### config.mk
export PLATFORM = sky130hd
export DESIGN_NAME = pipe_ctrl_top
export DESIGN_NICKNAME = d
export VERILOG_FILES = /design/src/common/ctrl_pkg.sv /design/src/common/fwd_if.sv /design/src/hw/ctrl_fsm/ctrl_fsm.sv /design/src/hw/operand_fwd.sv /design/src/hw/pipe_ctrl_top.sv /design/src/hw/stall_unit.sv
export VERILOG_INCLUDE_DIRS = /design/src /design/src/common
export SDC_FILE = /design/constraint.sdc
export NUM_CORES = 1
export LEC_CHECK = 0
export BUFFER_PORTS_ARGS = -buffer_cell sky130_fd_sc_hd__buf_2
export CAP_MARGIN = 30
export CORE_AREA = 2 2 41 43
export CTS_CLUSTER_SIZE = 24
export DETAILED_ROUTE_END_ITERATION = 8
export DIE_AREA = 0 0 43 45
export PLACE_DENSITY = 0.71
export SLEW_MARGIN = 20
export SYNTH_ARGS = -nofsm -noshare
export SYNTH_HDL_FRONTEND = slang
export SYNTH_SLANG_ARGS = --single-unit
### constraint.sdc
create_clock -name clk -period 1.5 [get_ports clk]
set_clock_uncertainty 0.1 [all_clocks]
set_input_delay 0.3 -clock clk [delete_from_list [all_inputs] [get_ports clk]]
set_output_delay 0.3 -clock clk [all_outputs]
set_load 0.02 [all_outputs]
### src/common/ctrl_config.svh
`ifndef CTRL_CONFIG_SVH
`define CTRL_CONFIG_SVH

// source operands per instruction (a, b, c)
`define CTRL_NUM_OPERANDS 3

// operand a carries the jalr target register
`define CTRL_OPERAND_A 0

// field widths shared by package and interface
`define CTRL_PC_MUX_W 3
`define CTRL_FW_SEL_W 2
`define CTRL_JUMP_W 2

`endif

### src/common/ctrl_pkg.sv
`include "ctrl_config.svh"

package ctrl_pkg;

  // pc source requested from the fetch stage
  typedef enum logic [`CTRL_PC_MUX_W-1:0] {
    PC_BOOT   = 3'b000,
    PC_JUMP   = 3'b010,
    PC_BRANCH = 3'b011
  } pc_mux_e;

  // operand source in the id stage
  typedef enum logic [`CTRL_FW_SEL_W-1:0] {
    SEL_REGFILE = 2'b00,
    SEL_FW_EX   = 2'b01,
    SEL_FW_WB   = 2'b10
  } fw_sel_e;

  // jump kind reported by the decoder
  typedef enum logic [`CTRL_JUMP_W-1:0] {
    BRANCH_NONE = 2'b00,
    BRANCH_JAL  = 2'b01,
    BRANCH_JALR = 2'b10,
    BRANCH_COND = 2'b11
  } jump_e;

  // sequencing fsm states
  typedef enum logic [2:0] {
    RESET,
    BOOT_SET,
    SLEEP,
    FIRST_FETCH,
    DECODE,
    FLUSH_EX,
    FLUSH_WB
  } ctrl_state_e;

endpackage

### src/common/fwd_if.sv
`include "ctrl_config.svh"

// per-operand forwarding results, one slot per source operand
interface fwd_if;

  // forwarding mux select per operand
  logic [`CTRL_FW_SEL_W-1:0] fw_sel [`CTRL_NUM_OPERANDS];
  // load in ex writes this operand
  logic [`CTRL_NUM_OPERANDS-1:0] load_hit;
  // some stage still has a write in flight to this operand
  logic [`CTRL_NUM_OPERANDS-1:0] wr_pending;

  // each forwarding unit drives only its own index
  modport unit (output fw_sel, output load_hit, output wr_pending);

  // stall logic and top level only observe
  modport sink (input fw_sel, input load_hit, input wr_pending);

endinterface

### src/hw/ctrl_fsm/ctrl_fsm.sv
module ctrl_fsm
  import ctrl_pkg::*;
(
  input  logic     clk,
  input  logic     rst_n,

  // core start / wake request
  input  logic     fetch_enable_i,
  // id stage status
  input  logic     instr_valid_i,
  input  logic     id_ready_i,
  // ex stage status
  input  logic     branch_taken_ex_i,
  input  logic     ex_valid_i,
  // decoder hints
  input  jump_e    jump_in_dec_i,
  input  logic     pipe_flush_i,
  // jalr operand not yet available
  input  logic     jr_stall_i,

  output logic     instr_req_o,
  output logic     ctrl_busy_o,
  output logic     is_decoding_o,
  output logic     pc_set_o,
  output pc_mux_e  pc_mux_o,
  output logic     halt_if_o,
  output logic     halt_id_o
);

  ctrl_state_e state_q;
  ctrl_state_e state_d;

  // a jump already redirected fetch for the instruction held in id
  logic jump_done;
  logic jump_done_q;

  ////////////////////////////////////////////////////////////
  // next state and outputs
  ////////////////////////////////////////////////////////////
  always_comb
  begin
    // defaults, core running and fetching
    instr_req_o   = 1'b1;
    ctrl_busy_o   = 1'b1;
    is_decoding_o = 1'b0;
    pc_set_o      = 1'b0;
    pc_mux_o      = PC_BOOT;
    halt_if_o     = 1'b0;
    halt_id_o     = 1'b0;
    jump_done     = jump_done_q;
    state_d       = state_q;

    unique case (state_q)
      // idle after reset until fetch is enabled
      RESET:
      begin
        instr_req_o = 1'b0;
        ctrl_busy_o = 1'b0;
        if (fetch_enable_i)
          state_d = BOOT_SET;
      end

      // single cycle load of the boot address
      BOOT_SET:
      begin
        pc_set_o = 1'b1;
        pc_mux_o = PC_BOOT;
        state_d  = FIRST_FETCH;
      end

      // pipeline drained, wait for fetch enable
      SLEEP:
      begin
        instr_req_o = 1'b0;
        ctrl_busy_o = 1'b0;
        halt_if_o   = 1'b1;
        halt_id_o   = 1'b1;
        if (fetch_enable_i)
          state_d = FIRST_FETCH;
      end

      // wait for the first instruction to reach id
      FIRST_FETCH:
      begin
        if (id_ready_i)
          state_d = DECODE;
      end

      DECODE:
      begin
        // nothing to decode while a taken branch is squashing id
        if (instr_valid_i && !branch_taken_ex_i)
        begin
          is_decoding_o = 1'b1;

          // jal/jalr target known in id, redirect once per instruction
          if ((jump_in_dec_i == BRANCH_JAL) || (jump_in_dec_i == BRANCH_JALR))
          begin
            pc_mux_o = PC_JUMP;
            if (!jr_stall_i && !jump_done_q)
            begin
              pc_set_o  = 1'b1;
              jump_done = 1'b1;
            end
          end

          // wfi or fence style flush, stop if and id right away
          if (pipe_flush_i)
          begin
            halt_if_o = 1'b1;
            halt_id_o = 1'b1;
            state_d   = FLUSH_EX;
          end
        end

        // taken branch in ex wins over anything decoded this cycle
        if (branch_taken_ex_i)
        begin
          pc_mux_o      = PC_BRANCH;
          pc_set_o      = 1'b1;
          is_decoding_o = 1'b0;
        end
      end

      // nop into ex, wait for ex to finish
      FLUSH_EX:
      begin
        halt_if_o = 1'b1;
        halt_id_o = 1'b1;
        if (ex_valid_i)
          state_d = FLUSH_WB;
      end

      // nop into wb, then resume or go to sleep
      FLUSH_WB:
      begin
        halt_if_o = 1'b1;
        halt_id_o = 1'b1;
        if (fetch_enable_i)
        begin
          // fetch may restart in the same cycle
          halt_if_o = 1'b0;
          state_d   = DECODE;
        end
        else
        begin
          state_d = SLEEP;
        end
      end

      // unused encoding, recover through reset state
      default:
      begin
        instr_req_o = 1'b0;
        state_d     = RESET;
      end
    endcase
  end

  ////////////////////////////////////////////////////////////
  // state registers
  ////////////////////////////////////////////////////////////
  always_ff @(posedge clk or negedge rst_n)
  begin
    if (!rst_n)
    begin
      state_q     <= RESET;
      jump_done_q <= 1'b0;
    end
    else
    begin
      state_q     <= state_d;
      // id accepting a new instruction clears the flag
      jump_done_q <= jump_done & ~id_ready_i;
    end
  end

endmodule

### src/hw/operand_fwd.sv
module operand_fwd
  import ctrl_pkg::*;
#(
  parameter int OPERAND_IDX = 0
)
(
  // write enables of the three writing ports
  input  logic regfile_we_ex_i,
  input  logic regfile_we_wb_i,
  input  logic regfile_alu_we_fw_i,
  // ex stage holds a memory access
  input  logic data_req_ex_i,
  // destination of each stage matches this operand
  input  logic reg_d_ex_is_reg_i,
  input  logic reg_d_wb_is_reg_i,
  input  logic reg_d_alu_is_reg_i,

  fwd_if.unit  fwd
);

  fw_sel_e sel;

  // alu port over wb over register file
  always_comb
  begin
    sel = SEL_REGFILE;
    if (regfile_we_wb_i && reg_d_wb_is_reg_i)
      sel = SEL_FW_WB;
    // newest value sits on the alu port
    if (regfile_alu_we_fw_i && reg_d_alu_is_reg_i)
      sel = SEL_FW_EX;
  end

  assign fwd.fw_sel[OPERAND_IDX] = sel;

  // load data arrives too late to forward, id must wait
  assign fwd.load_hit[OPERAND_IDX] = data_req_ex_i & regfile_we_ex_i & reg_d_ex_is_reg_i;

  // any writer still targeting this operand
  assign fwd.wr_pending[OPERAND_IDX] = (regfile_we_wb_i & reg_d_wb_is_reg_i)
                                     | (regfile_we_ex_i & reg_d_ex_is_reg_i)
                                     | (regfile_alu_we_fw_i & reg_d_alu_is_reg_i);

endmodule

### src/hw/pipe_ctrl_top.sv
`include "ctrl_config.svh"

module pipe_ctrl_top
  import ctrl_pkg::*;
(
  input  logic    clk,
  input  logic    rst_n,

  // fsm inputs
  input  logic    fetch_enable_i,
  input  logic    instr_valid_i,
  input  logic    branch_taken_ex_i,
  input  jump_e   jump_in_dec_i,
  input  logic    pipe_flush_i,
  input  logic    id_ready_i,
  input  logic    ex_valid_i,
  input  logic    illegal_insn_i,

  // forwarding inputs
  input  logic    regfile_we_ex_i,
  input  logic    regfile_we_wb_i,
  input  logic    regfile_alu_we_fw_i,
  input  logic    data_req_ex_i,
  input  logic    data_misaligned_i,
  input  logic    reg_d_ex_is_reg_a_i,
  input  logic    reg_d_ex_is_reg_b_i,
  input  logic    reg_d_ex_is_reg_c_i,
  input  logic    reg_d_wb_is_reg_a_i,
  input  logic    reg_d_wb_is_reg_b_i,
  input  logic    reg_d_wb_is_reg_c_i,
  input  logic    reg_d_alu_is_reg_a_i,
  input  logic    reg_d_alu_is_reg_b_i,
  input  logic    reg_d_alu_is_reg_c_i,

  // fetch and pipeline control
  output logic    instr_req_o,
  output logic    ctrl_busy_o,
  output logic    is_decoding_o,
  output logic    pc_set_o,
  output pc_mux_e pc_mux_o,
  output logic    halt_if_o,
  output logic    halt_id_o,

  // forwarding and stalls
  output fw_sel_e operand_a_fw_mux_sel_o,
  output fw_sel_e operand_b_fw_mux_sel_o,
  output fw_sel_e operand_c_fw_mux_sel_o,
  output logic    load_stall_o,
  output logic    jr_stall_o,
  output logic    deassert_we_o,
  output logic    misaligned_stall_o
);

  // match bits gathered per stage, index 0 is operand a
  logic [`CTRL_NUM_OPERANDS-1:0] d_ex_is;
  logic [`CTRL_NUM_OPERANDS-1:0] d_wb_is;
  logic [`CTRL_NUM_OPERANDS-1:0] d_alu_is;

  assign d_ex_is  = {reg_d_ex_is_reg_c_i, reg_d_ex_is_reg_b_i, reg_d_ex_is_reg_a_i};
  assign d_wb_is  = {reg_d_wb_is_reg_c_i, reg_d_wb_is_reg_b_i, reg_d_wb_is_reg_a_i};
  assign d_alu_is = {reg_d_alu_is_reg_c_i, reg_d_alu_is_reg_b_i, reg_d_alu_is_reg_a_i};

  fwd_if fwd ();

  ////////////////////////////////////////////////////////////
  // sequencing fsm
  ////////////////////////////////////////////////////////////
  ctrl_fsm u_ctrl_fsm (
    .clk               (clk),
    .rst_n             (rst_n),
    .fetch_enable_i    (fetch_enable_i),
    .instr_valid_i     (instr_valid_i),
    .id_ready_i        (id_ready_i),
    .branch_taken_ex_i (branch_taken_ex_i),
    .ex_valid_i        (ex_valid_i),
    .jump_in_dec_i     (jump_in_dec_i),
    .pipe_flush_i      (pipe_flush_i),
    .jr_stall_i        (jr_stall_o),
    .instr_req_o       (instr_req_o),
    .ctrl_busy_o       (ctrl_busy_o),
    .is_decoding_o     (is_decoding_o),
    .pc_set_o          (pc_set_o),
    .pc_mux_o          (pc_mux_o),
    .halt_if_o         (halt_if_o),
    .halt_id_o         (halt_id_o)
  );

  ////////////////////////////////////////////////////////////
  // forwarding, one unit per source operand
  ////////////////////////////////////////////////////////////
  for (genvar i = 0; i < `CTRL_NUM_OPERANDS; i++)
  begin : g_operand
    operand_fwd #(
      .OPERAND_IDX (i)
    ) u_operand_fwd (
      .regfile_we_ex_i     (regfile_we_ex_i),
      .regfile_we_wb_i     (regfile_we_wb_i),
      .regfile_alu_we_fw_i (regfile_alu_we_fw_i),
      .data_req_ex_i       (data_req_ex_i),
      .reg_d_ex_is_reg_i   (d_ex_is[i]),
      .reg_d_wb_is_reg_i   (d_wb_is[i]),
      .reg_d_alu_is_reg_i  (d_alu_is[i]),
      .fwd                 (fwd.unit)
    );
  end

  ////////////////////////////////////////////////////////////
  // stalls
  ////////////////////////////////////////////////////////////
  stall_unit u_stall_unit (
    .jump_in_dec_i  (jump_in_dec_i),
    .illegal_insn_i (illegal_insn_i),
    .is_decoding_i  (is_decoding_o),
    .fwd            (fwd.sink),
    .load_stall_o   (load_stall_o),
    .jr_stall_o     (jr_stall_o),
    .deassert_we_o  (deassert_we_o)
  );

  // selects back out to the id stage muxes
  assign operand_a_fw_mux_sel_o = fw_sel_e'(fwd.fw_sel[0]);
  assign operand_b_fw_mux_sel_o = fw_sel_e'(fwd.fw_sel[1]);
  assign operand_c_fw_mux_sel_o = fw_sel_e'(fwd.fw_sel[2]);

  // misaligned access stall comes straight from the lsu
  assign misaligned_stall_o = data_misaligned_i;

endmodule

### src/hw/stall_unit.sv
`include "ctrl_config.svh"

module stall_unit
  import ctrl_pkg::*;
(
  input  jump_e jump_in_dec_i,
  input  logic  illegal_insn_i,
  // fsm is decoding the instruction in id
  input  logic  is_decoding_i,

  fwd_if.sink   fwd,

  output logic  load_stall_o,
  output logic  jr_stall_o,
  output logic  deassert_we_o
);

  ////////////////////////////////////////////////////////////
  // hazard stalls
  ////////////////////////////////////////////////////////////

  // load-use on any source operand
  assign load_stall_o = |fwd.load_hit;

  // jalr target register still being written somewhere downstream
  // independent of fsm state so no loop through is_decoding
  assign jr_stall_o = (jump_in_dec_i == BRANCH_JALR) && fwd.wr_pending[`CTRL_OPERAND_A];

  ////////////////////////////////////////////////////////////
  // write enable kill
  ////////////////////////////////////////////////////////////

  // instruction in id must not write back when
  //   not decoding, illegal, or held by a stall
  assign deassert_we_o = !is_decoding_i
                       || illegal_insn_i
                       || load_stall_o
                       || jr_stall_o;

endmodule

==> results.cfg, run 1 <==
[floorplanning]
floorplan.io_pins = 44
die_area_um2 = 1940
row_count = 14
initial_utilization_pct = 29.8
chipWidth_um = 43
total_core_area_um2 = 1470
fp.dieH_um = 45

[cts]
clk_transition_reported_paths_ns = 0.04
cts_max_path_buffers = 2
cts_tree = built
cts_htree_levels = 1
cts_sinks = 4
clock_tree.root_cell = sky130_fd_sc_hd__clkbuf_4
cts-buffers-inserted = 3
clkLatencyLatePin_ns = 0.24

[power]
sequentialPowerShare_pct = 13.1
power.switching_fraction_pct = 44.2
p_switching_uw = 638
cellLeakagePower_nw = 0.499
power.density_nw_per_um2 = 1560
max-vdd-ir-drop_mv = 1.16
p_clk_share_pct = 9.4
internal-power_uw = 805
pwr-share-comb_pct = 77.5

[critical_path]
timing.reg2reg.setup_slack_ns = 0.10
endpoint_of_the_worst_slack_reg_to_reg_timing_path = u_ctrl_fsm.jump_done_q
reg2reg_depth = 4
worst-endpoint-arrival_ns = 1.65
worstSetupPathType = flop to output pin
startpoint_class = flop
crit_path_start = u_ctrl_fsm.state_q[0]
r2r_start = u_ctrl_fsm.state_q[0]
critPathCaptureType = output pin
cp_max_fo = 2
setup.worst_path.end = deassert_we_o
worst_ep_required_time_ns = 1.10

[drt]
route.final.wire_length_mm = 1.77
count_of_unresolved_drc_violations_after_routing = 0
routed-via-count = 673
met2_wl_post_dr_mm = 1.03
route.detailed.wl_per_inst_um = 13.3
route.top_layer_used = met3
detailroute.wirelength.met3_um = 155
per_cell_via_count_in_the_routed_design = 5.06
drt_first_iter_violations = 9
route.layer.met1.wl_um = 582
dr.pass1.iters = 4
detail-route-antenna-nets = 0

[global_routing]
overflow = 0
antenna_found_initial = 0
global_route.usage.total_pct = 17.7
grt_pass1_vias = 636
grt_start_max_net_pins = 14
global_route_wire_length_before_repair_mm = 2.53

[placed_design]
post_dp_cell_area_um2 = 761
gpl.final_weighted_congestion = 0.725
post_placement_setup_slack_ns = -0.424
port_buffers = 40
hpwl_mm = 1.34

[final_layout]
design.final.nets = 145
area_delta_synth_final_pct = 110
layout-drive-gt1-share_pct = 62.4
fin_area_um2 = 923
antenna_cells = 0

[min_path]
hp-class = primary input to flop

[timing]
grt_setup_unrepaired = yes
finalHoldViolations = 0
timing.final.setup_violations = 10
fmaxAchievable_mhz = 487
worst_hold_slack_ns = 0.206
finalCriticalPeriod_ns = 2.05
setup_slack_ns = -0.552
min_period_over_period_pct = 137
maxSlewViolCount = 0

[yosys]
synth_area_um2 = 439
share_of_the_yosys_chip_area_belonging_to_registers_pct = 22.8
post_synth_inst_count = 60
syn_area_per_cell_um2 = 7.32
yosys_register_bits = 4
synthDistinctLibCells = 30
synthesis.nets = 86
yosysWarningCount = 0

[outcome]
status = finished with violations
violations = setup timing

[flow_run]
max_cap_violations = 0
-- worst max-delay path: stages, from the launching register on --
cell	delay, ns
sky130_fd_sc_hd__dfrtp_1	0.38
sky130_fd_sc_hd__nor4b_2	0.29
sky130_fd_sc_hd__nand2_1	0.12
sky130_fd_sc_hd__or4_4	0.49
sky130_fd_sc_hd__buf_6	0.14
-- worst min-delay path by stage --
stage	start	to	slack [ns]	depth (start not counted)
6_report	id_ready_i	u_ctrl_fsm.jump_done_q	0.21	2
5_1_grt	id_ready_i	u_ctrl_fsm.jump_done_q	0.24	2
4_1_cts	id_ready_i	u_ctrl_fsm.jump_done_q	0.21	2
3_5_place_dp	rst_n	u_ctrl_fsm.state_q[2]	0.009	1
3_3_place_gp	rst_n	u_ctrl_fsm.state_q[2]	0.007	1
2_1_floorplan	rst_n	u_ctrl_fsm.jump_done_q	-0.1	0
-- flip-flops by register name, indices dropped and copies added, names as in the netlist --
signal	cells
u_ctrl_fsm.jump_done_q	1
u_ctrl_fsm.state_q	3
-- placed cells by master (no fill, tap or decap), types with 2 or more instances in the layout --
cell type | netlist | final
sky130_fd_sc_hd__nand2_1 | 9 | 9
sky130_fd_sc_hd__buf_6 | 0 | 10
sky130_fd_sc_hd__inv_1 | 4 | 3
sky130_fd_sc_hd__dfrtp_1 | 4 | 4
sky130_fd_sc_hd__and2_1 | 4 | 3
sky130_fd_sc_hd__buf_2 | 1 | 28
sky130_fd_sc_hd__o21ai_0 | 3 | 2
sky130_fd_sc_hd__nand2b_1 | 2 | 2
sky130_fd_sc_hd__a21oi_1 | 4 | 3
sky130_fd_sc_hd__nor2b_1 | 2 | 2
sky130_fd_sc_hd__nor2_1 | 4 | 4
sky130_fd_sc_hd__clkbuf_4 | 0 | 3
sky130_fd_sc_hd__buf_4 | 2 | 19
-- cells by family after synthesis --
logic type / after synthesis / synth area share, %
AO/OA/AOI/OAI: 15 / 24.2
adder cells (fa/ha/maj): 1 / 2.85
buffers and inverters: 9 / 9.68
flip-flops: 4 / 22.8
multiplexers: 2 / 4.84
other: 1 / 0.854
AND/OR/NAND/NOR: 28 / 34.8
-- repair_timing --
item / 4_1_cts / 5_1_grt
hold buffers: 1 / 0
setup buffers: 1 / 4
endpoints found under the setup margin: 10 / 11
resized for setup: 19 / 11
pin swaps: 4 / 3
endpoints found under the hold margin: 4 / 0
-- synth_stat cells --
| library cell | n | area, µm² |
|---|---|---|
| sky130_fd_sc_hd__nor3_1 | 1 | 5.00 |
| sky130_fd_sc_hd__clkbuf_1 | 2 | 7.51 |
| sky130_fd_sc_hd__conb_1 | 1 | 3.75 |
| sky130_fd_sc_hd__a221oi_1 | 1 | 8.76 |
| sky130_fd_sc_hd__or2_2 | 2 | 12.5 |
| sky130_fd_sc_hd__ha_1 | 1 | 12.5 |
| sky130_fd_sc_hd__nand2b_1 | 2 | 12.5 |
| sky130_fd_sc_hd__o311a_1 | 1 | 10.0 |
| sky130_fd_sc_hd__and2_1 | 4 | 25.0 |
| sky130_fd_sc_hd__inv_1 | 4 | 15.0 |
| sky130_fd_sc_hd__and3b_1 | 1 | 8.76 |
| sky130_fd_sc_hd__a222oi_1 | 1 | 10.0 |
| sky130_fd_sc_hd__nor2b_1 | 2 | 12.5 |
| sky130_fd_sc_hd__o41ai_1 | 1 | 8.76 |
| sky130_fd_sc_hd__dfrtp_1 | 4 | 100 |
| sky130_fd_sc_hd__buf_4 | 2 | 15.0 |
| sky130_fd_sc_hd__buf_2 | 1 | 5.00 |
| sky130_fd_sc_hd__a21oi_1 | 4 | 20.0 |
| sky130_fd_sc_hd__a41o_1 | 1 | 10.0 |
| sky130_fd_sc_hd__or4_1 | 1 | 7.51 |
| sky130_fd_sc_hd__o211ai_1 | 1 | 7.51 |
| sky130_fd_sc_hd__o21ai_0 | 3 | 15.0 |
| sky130_fd_sc_hd__o21bai_1 | 1 | 7.51 |
| sky130_fd_sc_hd__mux2i_1 | 1 | 10.0 |
| sky130_fd_sc_hd__mux2_2 | 1 | 11.3 |
| sky130_fd_sc_hd__nor2_1 | 4 | 15.0 |
| sky130_fd_sc_hd__nor4b_2 | 1 | 15.0 |
| sky130_fd_sc_hd__o32ai_1 | 1 | 8.76 |
| sky130_fd_sc_hd__nand3_1 | 1 | 5.00 |
| sky130_fd_sc_hd__nand2_1 | 9 | 33.8 |
-- area by class of cell --
type	count	area (µm²)
fill	131	548
multi-input combinational	47	343
clock buffer	3	22.5
sequential	4	100
tap	16	20.0
timing repair buffer	59	420
inverter	4	17.5
-- metrics by stage --
step	cells	power, mW	util (%)	TNS, ns
final	133	1.44	62.8	-2.84
after global routing	133	1.51	62.8	-3.31
after CTS	129	1.23	58.1	-2.47
after detailed placement	125	0.990	51.7	-1.46
after global placement	125	0.953	51.7	-1.21
after floorplan	60	0.725	-	-0.680
-- power groups by stage --
stage	Clock [mW]	Sequential, mW	Combinational, mW
finish	0.135	0.189	1.12
global route	0.144	0.190	1.18
CTS	0.135	0.184	0.912
detailed placement	0	0.184	0.806
global placement	0	0.179	0.774
floorplan	0	0.175	0.551
-- per-layer routing --
metal / vias up / global-route usage (%)
li1: 329 / -
met1: 313 / 15.9
met2: 31 / 38.8
met3: 0 / 4.40
met4: 0 / 3.64
met5: - / 0
Power figures use the tool's default switching activity.
==> run 2: changes to the inputs <==
CAP_MARGIN = default   (was 30)
CORE_AREA = default   (was 2 2 41 43)
DIE_AREA = default   (was 0 0 43 45)
PLACE_DENSITY = default   (was 0.71)
SKIP_CTS_REPAIR_TIMING = 1   (was default)
SYNTH_HIERARCHICAL = 1   (was default)
==> run 2 against run 1 <==
Compared with the run above:
- the run now fails in synthesis (1_2_yosys)
==> results.cfg, run 2 <==
[outcome]
status = aborted with a tool error
flow.stopped_at = synthesis (1_2_yosys)
run.stop_error = ERROR: Found 12 problems in 'check -assert'.

[yosys]
yosys_cells = 97
yosysTopAreaCell = sky130_fd_sc_hd__buf_4
share_of_the_yosys_chip_area_belonging_to_registers_pct = 14.1
synthDistinctLibCells = 31
synth.top_cell.area_share_pct = 28.6
synth.area.top_cells = sky130_fd_sc_hd__buf_4 (29%), sky130_fd_sc_hd__dfrtp_1 (14%), sky130_fd_sc_hd__and3_1 (4.4%)
synthMostInstantiatedCell = sky130_fd_sc_hd__buf_4
synth-edff-count = 0
netlist_top_cells_count = sky130_fd_sc_hd__buf_4 (27), sky130_fd_sc_hd__nand2_1 (8), sky130_fd_sc_hd__a21oi_1 (6), sky130_fd_sc_hd__nor2_1 (6)
yosysWarningCount = 0
yosys_chip_area_um2 = 708
yosys_register_bits = 4
async_flop_share_pct = 100
ys_dominant_reg_cell = sky130_fd_sc_hd__dfrtp_1
==> run 2: logic make-up after synthesis <==
logic type	synth area share, %
AOI/OAI and AO/OA	17.8
xor gates and xnor gates	1.24
buffers and inverters	33.6
DFF	14.1
muxes	3.00
other	2.12
and+or+nand+nor	28.1
